**config.mk**
```make
export PLATFORM = sky130hd
export DESIGN_NAME = oled_status_top
export DESIGN_NICKNAME = d
export VERILOG_FILES = /design/src/oled_pkg.sv /design/src/status_snapshot.sv /design/src/hex_decoder.sv /design/src/oled_video.sv /design/src/oled_status_top.sv
export SDC_FILE = /design/constraint.sdc
export NUM_CORES = 1
export LEC_CHECK = 0
export ABC_AREA = 1
export ABC_CLOCK_PERIOD_IN_PS = 6200
export BUFFER_PORTS_ARGS = -buffer_cell sky130_fd_sc_hd__buf_2
export CAP_MARGIN = 20
export CORE_MARGIN = 8
export CORE_UTILIZATION = 40
export DETAILED_ROUTE_END_ITERATION = 8
export GPL_TIMING_DRIVEN = 0
export PLACE_DENSITY = 0.56
export SLEW_MARGIN = 10
export SYNTH_ARGS = -nofsm -noshare
export SYNTH_HDL_FRONTEND = slang
export SYNTH_SLANG_ARGS = --single-unit
```
**constraint.sdc**
```tcl
create_clock -name clk_oled -period 6.2 [get_ports clk_oled]
set_clock_uncertainty 0.1 [all_clocks]
set_input_delay 0.31 -clock clk_oled [delete_from_list [all_inputs] [get_ports clk_oled]]
set_output_delay 0.31 -clock clk_oled [all_outputs]
set_load 0.02 [all_outputs]
```
**src/oled_pkg.sv**
```systemverilog
`default_nettype none

package oled_pkg;

    // Status word from the memory test engine, 63 bits
    typedef struct packed {
        logic [1:0]  cmd;       // 0 nop, 1 write burst, 2 read short, 3 read burst
        logic [1:0]  cmd_ack;   // Command echoed by the engine
        logic        wr_valid;
        logic        rd_valid;
        logic [15:0] din;       // Next write data
        logic [24:0] addr;      // Word address
        logic [15:0] rd_data;   // Last word read back
    } status_t;

    // 128-bit display layout, one hex digit per nibble
    typedef struct packed {
        logic [1:0]  pad_127;
        logic [1:0]  cmd;          // Bits 125:124
        logic [1:0]  pad_123;
        logic [1:0]  cmd_ack;      // Bits 121:120
        logic [2:0]  pad_119;
        logic        wr_valid;     // Bit 116
        logic [2:0]  pad_115;
        logic        rd_valid;     // Bit 112
        logic [23:0] pad_111;
        logic [23:0] frame_count;  // Bits 87:64
        logic [15:0] din;          // Bits 63:48
        logic [6:0]  pad_47;
        logic [24:0] addr;         // Bits 40:16
        logic [15:0] rd_data;      // Bits 15:0
    } display_fields_t;

    // Written as fields, read back as 32 digits
    typedef union packed {
        display_fields_t  fields;
        logic [31:0][3:0] nibbles;  // Nibble 31 is the leftmost digit
    } display_word_u;

    localparam int OLED_WIDTH     = 96;
    localparam int OLED_HEIGHT    = 64;
    localparam int X_BITS         = 7;
    localparam int Y_BITS         = 6;
    localparam int FONT_W         = 6;   // 5 glyph columns plus a gap
    localparam int FONT_H         = 8;
    localparam int DIGITS_PER_ROW = 16;

    localparam logic [7:0] COLOR_FG = 8'hFF;  // RGB332 white
    localparam logic [7:0] COLOR_BG = 8'h00;

    // Glyph rows top to bottom, bit 4 is the leftmost column
    localparam logic [4:0] FONT_ROM [16][FONT_H] = '{
        '{5'h0E, 5'h11, 5'h13, 5'h15, 5'h19, 5'h11, 5'h0E, 5'h00},  // 0
        '{5'h04, 5'h0C, 5'h04, 5'h04, 5'h04, 5'h04, 5'h0E, 5'h00},  // 1
        '{5'h0E, 5'h11, 5'h01, 5'h02, 5'h04, 5'h08, 5'h1F, 5'h00},  // 2
        '{5'h1F, 5'h02, 5'h04, 5'h02, 5'h01, 5'h11, 5'h0E, 5'h00},  // 3
        '{5'h02, 5'h06, 5'h0A, 5'h12, 5'h1F, 5'h02, 5'h02, 5'h00},  // 4
        '{5'h1F, 5'h10, 5'h1E, 5'h01, 5'h01, 5'h11, 5'h0E, 5'h00},  // 5
        '{5'h06, 5'h08, 5'h10, 5'h1E, 5'h11, 5'h11, 5'h0E, 5'h00},  // 6
        '{5'h1F, 5'h01, 5'h02, 5'h04, 5'h08, 5'h08, 5'h08, 5'h00},  // 7
        '{5'h0E, 5'h11, 5'h11, 5'h0E, 5'h11, 5'h11, 5'h0E, 5'h00},  // 8
        '{5'h0E, 5'h11, 5'h11, 5'h0F, 5'h01, 5'h02, 5'h0C, 5'h00},  // 9
        '{5'h0E, 5'h11, 5'h11, 5'h11, 5'h1F, 5'h11, 5'h11, 5'h00},  // A
        '{5'h1E, 5'h11, 5'h11, 5'h1E, 5'h11, 5'h11, 5'h1E, 5'h00},  // B
        '{5'h0E, 5'h11, 5'h10, 5'h10, 5'h10, 5'h11, 5'h0E, 5'h00},  // C
        '{5'h1C, 5'h12, 5'h11, 5'h11, 5'h11, 5'h12, 5'h1C, 5'h00},  // D
        '{5'h1F, 5'h10, 5'h10, 5'h1E, 5'h10, 5'h10, 5'h1F, 5'h00},  // E
        '{5'h1F, 5'h10, 5'h10, 5'h1E, 5'h10, 5'h10, 5'h10, 5'h00}   // F
    };

    // SSD1331 power-up, 256 colours, mirrored columns
    localparam int INIT_LEN = 16;
    localparam logic [7:0] INIT_CMDS [INIT_LEN] = '{
        8'hAE,         // Display off
        8'hA0, 8'h22,  // Remap, 8-bit colour, x flip
        8'hA1, 8'h00,  // Start line
        8'hA2, 8'h00,  // Vertical offset
        8'hA4,         // Normal display mode
        8'hA8, 8'h3F,  // 64 rows multiplexed
        8'hAD, 8'h8E,  // External Vcc
        8'h87, 8'h0F,  // Full master current
        8'h2E,         // Scrolling off
        8'hAF          // Display on
    };

endpackage

`default_nettype wire

```
**src/status_snapshot.sv**
```systemverilog
`timescale 1ns/10ps
`default_nettype none

module status_snapshot
(
    input  wire                   clk_oled,
    input  wire                   rst_n,
    input  logic                  frame_start,  // First pixel of a frame requested
    input  oled_pkg::status_t     status,
    output oled_pkg::display_word_u display
);
    import oled_pkg::*;

    logic [23:0]     frame_count;  // Frames started since reset
    display_fields_t fields_next;

    // Place each status field at its digit position
    always_comb
    begin
        fields_next             = '0;  // Padding digits read as zero
        fields_next.cmd         = status.cmd;
        fields_next.cmd_ack     = status.cmd_ack;
        fields_next.wr_valid    = status.wr_valid;
        fields_next.rd_valid    = status.rd_valid;
        fields_next.frame_count = frame_count;
        fields_next.din         = status.din;
        fields_next.addr        = status.addr;
        fields_next.rd_data     = status.rd_data;
    end

    // Load once per frame so a frame never shows two status values
    always_ff @(posedge clk_oled or negedge rst_n)
    begin
        if (!rst_n)
        begin
            frame_count <= '0;
            display     <= '0;
        end
        else if (frame_start)
        begin
            display.fields <= fields_next;       // Frame N shows count N
            frame_count    <= frame_count + 24'd1;
        end
    end

endmodule

`default_nettype wire

```
**src/hex_decoder.sv**
```systemverilog
`timescale 1ns/10ps
`default_nettype none

module hex_decoder
(
    input  wire                           clk_oled,
    input  wire                           rst_n,
    input  logic [oled_pkg::X_BITS-1:0]   x,        // 0 to 95
    input  logic [oled_pkg::Y_BITS-1:0]   y,        // 0 to 63
    input  oled_pkg::display_word_u       display,
    output logic [7:0]                    color
);
    import oled_pkg::*;

    logic [3:0] digit_col;   // Digit within the text row
    logic [2:0] pix_col;     // Column inside the glyph cell
    logic [2:0] text_row;
    logic [2:0] glyph_row;
    logic [4:0] nibble_idx;
    logic [3:0] nibble;
    logic [4:0] glyph;       // One font row
    logic       in_text;
    logic       font_bit;

    // Cell coordinates from the pixel position
    assign digit_col = 4'(x / FONT_W);
    assign pix_col   = 3'(x % FONT_W);
    assign text_row  = 3'(y / FONT_H);
    assign glyph_row = 3'(y % FONT_H);

    // Row 0 holds digits 31..16, row 1 digits 15..0
    assign in_text = (text_row < 3'd2);

    always_comb
    begin
        if (text_row == 3'd0)
        begin
            nibble_idx = 5'(2 * DIGITS_PER_ROW - 1 - int'(digit_col));
        end
        else
        begin
            nibble_idx = 5'(DIGITS_PER_ROW - 1 - int'(digit_col));
        end
    end

    assign nibble = display.nibbles[nibble_idx];
    assign glyph  = FONT_ROM[nibble][glyph_row];

    // Last cell column is the gap between digits
    assign font_bit = (pix_col < 3'(FONT_W - 1)) ? glyph[3'(FONT_W - 2) - pix_col] : 1'b0;

    // One cycle behind x and y
    always_ff @(posedge clk_oled or negedge rst_n)
    begin
        if (!rst_n)
        begin
            color <= COLOR_BG;
        end
        else
        begin
            color <= (in_text && font_bit) ? COLOR_FG : COLOR_BG;  // Rows 2..7 stay dark
        end
    end

endmodule

`default_nettype wire

```
**src/oled_video.sv**
```systemverilog
`timescale 1ns/10ps
`default_nettype none

module oled_video
(
    input  wire                           clk_oled,
    input  wire                           rst_n,
    input  logic [7:0]                    color,        // Colour of pixel x,y
    output logic [oled_pkg::X_BITS-1:0]   x,
    output logic [oled_pkg::Y_BITS-1:0]   y,
    output logic                          next_pixel,   // Pixel x,y taken
    output logic                          frame_start,  // Frame begins at (0,0)
    output logic                          oled_csn,
    output logic                          oled_clk,
    output logic                          oled_mosi,
    output logic                          oled_dc,      // Low for commands
    output logic                          oled_resn
);
    import oled_pkg::*;

    enum logic [1:0] {ST_RESET, ST_INIT, ST_PIXEL} state;

    logic [3:0] tick;       // Bit index in [3:1], clock phase in [0]
    logic [3:0] init_idx;   // Command byte being sent
    logic [7:0] shift_reg;  // MSB on the wire
    logic       byte_end;
    logic       last_init;
    logic       last_x;
    logic       last_y;

    assign byte_end  = (tick == 4'hF);
    assign last_init = (init_idx == 4'(INIT_LEN - 1));
    assign last_x    = (x == X_BITS'(OLED_WIDTH - 1));
    assign last_y    = (y == Y_BITS'(OLED_HEIGHT - 1));

    // Pixel byte loads at the end of the last command and of every pixel
    assign next_pixel = byte_end && ((state == ST_PIXEL) || (state == ST_INIT && last_init));

    // Sequencer, 16 cycles per phase step
    always_ff @(posedge clk_oled or negedge rst_n)
    begin
        if (!rst_n)
        begin
            state    <= ST_RESET;
            tick     <= '0;
            init_idx <= '0;
        end
        else
        begin
            tick <= tick + 4'd1;  // Wraps once per byte
            if (byte_end)
            begin
                case (state)
                    ST_RESET: state <= ST_INIT;      // Reset hold over
                    ST_INIT:
                    begin
                        if (last_init)
                        begin
                            state <= ST_PIXEL;
                        end
                        else
                        begin
                            init_idx <= init_idx + 4'd1;
                        end
                    end
                    default: state <= ST_PIXEL;      // Stream forever
                endcase
            end
        end
    end

    // Byte serializer
    always_ff @(posedge clk_oled or negedge rst_n)
    begin
        if (!rst_n)
        begin
            shift_reg <= '0;
        end
        else if (byte_end)
        begin
            if (state == ST_RESET)
            begin
                shift_reg <= INIT_CMDS[0];
            end
            else if (next_pixel)
            begin
                shift_reg <= color;  // Settled long before this edge
            end
            else
            begin
                shift_reg <= INIT_CMDS[init_idx + 4'd1];
            end
        end
        else if (tick[0] && state != ST_RESET)
        begin
            shift_reg <= {shift_reg[6:0], 1'b0};  // After the rising edge
        end
    end

    // Pixel walker, x first then y
    always_ff @(posedge clk_oled or negedge rst_n)
    begin
        if (!rst_n)
        begin
            x           <= '0;
            y           <= '0;
            frame_start <= 1'b0;
        end
        else
        begin
            // First frame when init starts, later ones on wrap
            frame_start <= (state == ST_RESET && byte_end) || (next_pixel && last_x && last_y);
            if (next_pixel)
            begin
                x <= last_x ? '0 : x + 1'b1;
                if (last_x)
                begin
                    y <= last_y ? '0 : y + 1'b1;
                end
            end
        end
    end

    assign oled_resn = (state != ST_RESET);
    assign oled_csn  = (state == ST_RESET);            // Low from first command on
    assign oled_clk  = (state != ST_RESET) && tick[0];  // Low then high per bit
    assign oled_dc   = (state == ST_PIXEL);
    assign oled_mosi = shift_reg[7];

endmodule

`default_nettype wire

```
**src/oled_status_top.sv**
```systemverilog
`timescale 1ns/10ps
`default_nettype none

module oled_status_top
(
    input  wire               clk_oled,
    input  wire               rst_n,
    input  oled_pkg::status_t status,     // From the memory test engine
    output logic              oled_csn,
    output logic              oled_clk,
    output logic              oled_mosi,
    output logic              oled_dc,
    output logic              oled_resn
);
    import oled_pkg::*;

    logic [X_BITS-1:0] x;
    logic [Y_BITS-1:0] y;
    logic              frame_start;  // Snapshot strobe
    logic [7:0]        color;
    display_word_u     display;      // Frozen for one frame

    status_snapshot u_snapshot
    (
        .clk_oled    (clk_oled),
        .rst_n       (rst_n),
        .frame_start (frame_start),
        .status      (status),
        .display     (display)
    );

    hex_decoder u_decoder
    (
        .clk_oled (clk_oled),
        .rst_n    (rst_n),
        .x        (x),
        .y        (y),
        .display  (display),
        .color    (color)
    );

    oled_video u_video
    (
        .clk_oled    (clk_oled),
        .rst_n       (rst_n),
        .color       (color),
        .x           (x),
        .y           (y),
        .next_pixel  (),             // Decoder follows x and y directly
        .frame_start (frame_start),
        .oled_csn    (oled_csn),
        .oled_clk    (oled_clk),
        .oled_mosi   (oled_mosi),
        .oled_dc     (oled_dc),
        .oled_resn   (oled_resn)
    );

endmodule

`default_nettype wire

```
======== Yosys cells after proc, flatten, opt, wreduce, memory -nomap -nowiden ========
Memory sizes are Yosys's and may differ from the RTL's.
Index checks and enable logic that the tools add are counted.
W data, S select, Z words.
storage, ports and cells
  input bits .............................. 65
  memories ................................ 2
  memory bits (writable) .................. 0
  memory bits (read-only) ................. 768
  output and inout port bits .............. 5
  latch bits .............................. 0
  word-level logic and storage cells ...... 78
  flip-flop bits (word level) ............. 151
cells by class
  mux-type cells .......................... 22
  shift operators ......................... 0
  add/sub/neg operators ................... 8
  equal/unequal tests ..................... 7
  reduce and logical (&&, ||, !) cells .... 16
  bitwise logic cells ..................... 4
  multiply operators ...................... 0
  order comparisons ....................... 7
  div/mod/pow operators ................... 2
memory list
  name              depth  width  rd ports  clocked after memory_dff  write ports  line               source
  (name not given)  16     40     1         0                         0            hex_decoder.sv:47  assign glyph = FONT_ROM[nibble][glyph_row];
  (name not given)  16     8      1         0                         0            oled_video.sv:91   shift_reg <= INIT_CMDS[init_idx + 4'd1];
operators by type and width
  operator                 count
  $mux W40                 2
  $mux W8                  7
  $div A7 B3 Y32 const B   1
  $mod A7 B3 Y32 const B   1
  $add A24 B1 Y24 const B  1
  $bmux W4 S5              1
  $bmux W5 S3              1
  $mux W5                  3
  $ge A5 B5 Y1 const B     2
  $not A4 Y5               2
  $add A4 B1 Y4 const B    2
  $eq A4 B4 Y1 const B     2
  $add A7 B1 Y7 const B    1
  $eq A7 B7 Y1 const B     1
  $logic_and A1 B1 Y1      7
  $mux W7                  1
  $add A6 B1 Y6 const B    1
  $eq A6 B6 Y1 const B     1
  $lt A5 B6 Y1 const B     1
  $mux W6                  1
  $sub A4 B4 Y5 const A    1
  $sub A5 B4 Y5 const A    1
  $ge A4 B4 Y1 const B     1
  $lt A3 B4 Y1 const B     1
  19 further kinds         23

======== Longest topological paths before layout ========
  word-level depth ........................ 17
  mapped depth ............................ 41
  depth with buffers taken out ............ 38

======== Modules after synthesis ========
Synthesis repeated with hierarchy kept, for this count alone.
second synthesis, totals
  cells, all modules ...................... 1460
  area total of the unflattened synthesis .. 9948.3 um2
modules (own cells, without submodules)
  module           times used  sequential area each (um2)  cells each  area an instance (um2)
  status_snapshot  1           2777.7                      566         4820.9
  hex_decoder      1           25.0                        641         3194.3
  oled_video       1           800.8                       253         1933.1

======== Least setup slack after synthesis ========
OpenSTA, ideal clock, no wires.
  path kind ............................... register -> register
  start ................................... reg u_video.x[5] (netlist name)
  end ..................................... reg u_decoder.color[6]
  required time ........................... 6.023 ns
  stages on the path, launching flop included .. 41
  data arrival time ....................... 4.164 ns
  buffers on the path ..................... 4
  period minus slack after synthesis ...... 4.341 ns
  slack ................................... 1.859 ns
  setup time .............................. 0.077 ns
  cells stage by stage .................... dfrtp_1 -> buf_6 -> clkbuf_1 -> ha_1 -> inv_1 -> nand2_1 -> nand2_2 -> nand2_1 -> nand3_1 -> nand2_1 -> nor2_4 -> nand2_4 -> nand2_1 -> nand3_1 -> nand2_2 -> nand2_2 -> nand3_2 -> nand3_2 -> (+5 left out) -> nor2_1 -> a21oi_2 -> inv_1 -> ha_1 -> inv_1 -> nand3_1 -> nor2_1 -> nor2_1 -> nand3_1 -> nand2_1 -> nand2_1 -> nand2_1 -> nand2_1 -> nand2_1 -> nand2_1 -> inv_1 -> nand2_1 -> a21oi_1
on the way
  word-level cells in the longest chain between the ends .. 17
  elaborated cells between the ends (all ways) .. 21
  classes of those cells .................. add/sub (3); div (2); order compare (1); mux (12); bitwise (1); reduce/logical (1); memory (1)
ends and longest elaborated chain
  item                                            line                                  source
  start: declaration                              oled_video.sv:9                       output logic [oled_pkg::X_BITS-1:0] x,
  start signal: assignment                        oled_video.sv:115                     x <= last_x ? '0 : x + 1'b1;
  $div A7 B3 Y32                                  hex_decoder.sv:26                     assign digit_col = 4'(x / FONT_W);
  $sub A5 B4 Y5 or $sub A4 B4 Y5 (tied branches)  hex_decoder.sv:38, hex_decoder.sv:42
  $mux W5                                         hex_decoder.sv:36                     if (text_row == 3'd0)
  $bmux W4 S5                                     hex_decoder.sv:46                     assign nibble = display.nibbles[nibble_idx];
  $mux W4 (implied by the code)                   hex_decoder.sv:46
  $not A4 Y5 (implied by the code)                hex_decoder.sv:47
  $mem_v2 Z16 W40                                 n/a
  $mux W40 (implied by the code) (2 in series)    hex_decoder.sv:47
  $bmux W5 S3                                     hex_decoder.sv:47
  $mux W5 (implied by the code) (2 in series)     hex_decoder.sv:47
  $bmux W1 S3                                     hex_decoder.sv:50                     assign font_bit = (pix_col < 3'(FONT_W - 1)) ? glyph[3'(FONT_W - 2) - pix_col] : 1'b0;
  $mux W1 (implied by the code)                   hex_decoder.sv:50
  $mux W1 (*)                                     hex_decoder.sv:50
  $logic_and A1 B1 Y1 (*)                         hex_decoder.sv:61                     color <= (in_text && font_bit) ? COLOR_FG : COLOR_BG;
  $mux W8 (*)                                     hex_decoder.sv:61
  end signal: assignment                          hex_decoder.sv:61
  end: declaration                                hex_decoder.sv:11                     output logic [7:0] color
Mark *: on every way between the ends. The rest lies on a longest branch, timed or not. The select of a mux whose other input is x is not followed.
A chain may end at the register's enable or synchronous reset.

======== Worst setup path after layout ========
Ends and elaborated chain as after synthesis.

==> results.yml <==
clock_network:
  post_cts_buffers: 0
  cts_sinks: 144
  hold_buffers: 38
  ctsHtreeMaxLevel: 4
  cts_made_buffers: 17
  clk_path_buf_depth: 2
  path_clk_slew_ns: 0.06
  tritoncts: "yes"
  clock_latency_ns: 0.43
  cts.repair.resized: 0
  cts_root_buffer: "clkbuf_16"
sta:
  fin_tns_setup_ns: 0
  final.min_clock_period_ns: 5.47
  hold_viol_final: 0
  worst_pin_slew_ns: 0.727
  rsz0062_at_grt: "false"
  fin_ws_ns: 0.728
  drv_slew: 0
  period_share_pct: 88.3
  timing.fmax_mhz: 183
  setup_viol: 0
  timing.slew.headroom_pct: 51.5
pwr:
  pwr-share-seq_pct: 48.1
  switching_power_mw: 0.493
  power_mw: 2.02
  peakVddDrop_v: 0.000167
  p_leak_nw: 5.03
  p_per_area_nw_per_um2: 200
  combPwrFrac_pct: 5.9
  p_clk_share_pct: 46.0
  swShare_pct: 24.4
  power.internal_mw: 1.53
detailed_routing:
  dr.pass1.iters: 6
  ant_nets: 0
  viasPerCell: 5.09
  drc: 0
  num_vias: 7935
  routed_wl_um: 24900
  drt-initial-drc-count: 614
  wl_per_cell_um: 16.0
worst_setup_path:
  max_stage_delay_ns: 0.52
  critPathLaunch: "u_video.x[5]$_DFFE_PN0P_"
  cp-start-kind: "flop"
  worstPathArrival_ns: 5.70
  required_ns: 6.43
  critical_path_class: "reg2reg"
  reg2reg_from: "u_video.x[5]$_DFFE_PN0P_"
  crit_slowest_cell: "buf_1"
  endpoint_kind: "flop"
  crit_fanout: 10
  path_common_cell: "nand2_1"
worst_hold_path:
  hold_class: "in2reg"
  min_from: "status[9]"
yosys:
  syn_area_per_cell_um2: 7.42
  ys.flop_type: "dfrtp_1"
  synth_cell_type_count: 49
  synth-seq-area-share_pct: 42.5
  synth_warnings: 0
  synth_nets: 1233
  synth-edff-count: 0
  synthCells: 1141
  netlist_area_um2: 8470
  synth-seq-cells: 144
  synthArstFlopShare_pct: 100
placed_design:
  place_congestion: 0.867
  pre_cts_ws_ns: 0.800
  port_buffers: 69
  dp_hpwl_um: 18000
final_layout:
  area_growth_pct: 19.4
  fin_nets: 1361
  fillers: 2106
  drive_gt1_share_pct: 11.9
  largest_register_ffs: 87
  seq_area_um2: 3600
  multiInputGateArea_um2: 4170
floorplan:
  io_pins: 70
  die_area_um2: 26100
  coreArea_um2: 20900
  row_count: 53
  dieHeight_um: 162
  dieWidth_um: 162
  start_util_pct: 40.5
grt:
  grt_max_degree: 81
  overflow: 0
  grt_pass1_vias: 7755
  antenna_found_initial: 0
  grt_usage_pct: 19.5
  grt_pass1_wl_um: 40700
outcome:
  outcome: "finished, final reports clean"
flow_run:
  maxCapViolCount: 0
area by class of cell:
type,count,area share (%)
antenna,1,0.0247
inverter,111,4.16
sequential,144,35.6
clock buffer,20,4.32
buffer,55,2.69
tap,275,3.40
timing repair buffer,109,7.65
multi-input combinational,831,41.3
clock inverter,12,0.841
metrics by stage:
step	instances	hold WS [ns]	util, %	cell area [um^2]
global route	1557	0.0208	48.4	10100
floorplan	1141	-0.0856	-	8470
CTS	1556	0.000137	48.3	10100
global placement	1485	0.353	43.8	9160
detailed placement	1486	0.192	44.0	9200
finish	1558	0.0153	48.4	10100
power groups by stage:
stage	clock [mW]	sequential [mW]	combinational [mW]
6_report	0.929	0.972	0.120
4_1_cts	0.946	0.972	0.121
2_1_floorplan	0	0.985	0.0458
5_1_grt	0.983	0.974	0.138
3_5_place_dp	0	0.989	0.102
3_3_place_gp	0	0.989	0.0982
cells in the mapped netlist, types with 2 or more instances:
master	count	area, um^2
xnor2_1	10	87.6
nand2_2	8	50.1
ha_1	27	338
a21boi_1	2	15.0
inv_2	5	18.8
a21oi_1	30	150
clkbuf_1	30	113
nor2_1	42	158
a31oi_1	5	31.3
buf_4	3	22.5
nand2_1	398	1490
o211ai_1	5	37.5
nor2_2	2	12.5
o311ai_0	2	17.5
o21ai_0	65	325
nand3_4	3	52.6
nand3b_1	4	30.0
nand2_4	3	33.8
clkinv_1	2	7.51
nor4_1	2	12.5
o221ai_1	3	26.3
a22oi_1	2	15.0
inv_1	102	383
o21bai_1	4	30.0
dfrtp_1	144	3600
and3_1	2	12.5
o21ai_1	8	40.0
buf_6	5	56.3
nand3_1	118	591
nor3_1	7	35.0
or2_2	3	18.8
nand4_1	40	250
xor2_1	19	166
nand3_2	4	40.0
buf_1	4	15.0
o22ai_1	3	18.8
buf_2	13	65.1
critical path: cells and delay by family (launching register included):
family	cells	cell delay, ns
AO/OA/AOI/OAI	2	0.59
flip-flops	1	0.37
buffers and inverters	8	1.47
AND/OR/NAND/NOR	23	2.26
adder cells (fa/ha/maj)	2	0.57
path summary, 6_finish.rpt:
| check | end | slack [ns] | depth (start not counted) |
|---|---|---|---|
| min in group asynchronous | u_snapshot.frame_count[5]$_DFFE_PN0P_ | 0.31 | 2 |
| hold / removal | u_snapshot.display[9]$_DFFE_PN0P_ | 0.02 | 3 |
| setup / recovery | u_decoder.color[6]$_DFF_PN0_ | 0.73 | 35 |
| max in group asynchronous | u_video.shift_reg[6]$_DFFE_PN0P_ | 4.91 | 3 |
| setup reg to reg | u_decoder.color[6]$_DFF_PN0_ | 0.73 | 35 |
| hold reg to reg | u_snapshot.display[84]$_DFFE_PN0P_ | 0.37 | 2 |
placed cells by master (no fill, tap or decap), types with 3 or more instances in the layout:
master	instances
xor2_1	19
dfrtp_1	144
clkbuf_1	33
buf_2	81
nand2_2	8
nand4_1	40
nand3_1	118
o22ai_1	3
a21oi_1	30
nand3_4	3
clkinvlp_4	4
ha_1	27
o21ai_1	8
a31oi_1	5
nor2_1	42
nand2_4	3
dlygate4sd3_1	39
clkinv_2	5
or2_2	3
o211ai_1	5
o21ai_0	65
inv_1	102
buf_4	3
nand2_1	398
o21bai_1	4
clkbuf_16	17
buf_1	4
o221ai_1	3
inv_6	3
inv_2	5
buf_6	5
nand3b_1	4
xnor2_1	10
nand3_2	4
nor3_1	7
metal layers:
layer | GRT usage, % | part of all wire, % | vias to the layer above
li1 | - | - | 3970
met1 | 28.4 | 50 | 3710
met2 | 29.0 | 44 | 225
met3 | 3.59 | 4.8 | 30
met4 | 5.22 | 1.4 | 0
met5 | 0 | 0 | -
kinds of logic after synthesis:
| kind of cell | after synthesis | synth area share [%] |
|---|---|---|
| buf+inv | 166 | 8.17 |
| mux | 1 | 0.118 |
| compound gates | 134 | 8.86 |
| flops | 144 | 42.5 |
| xor+xnor | 29 | 3.00 |
| simple gates | 640 | 33.3 |
| fa+ha+maj | 27 | 3.99 |
No activity file was read; power rests on OpenSTA's default activity.
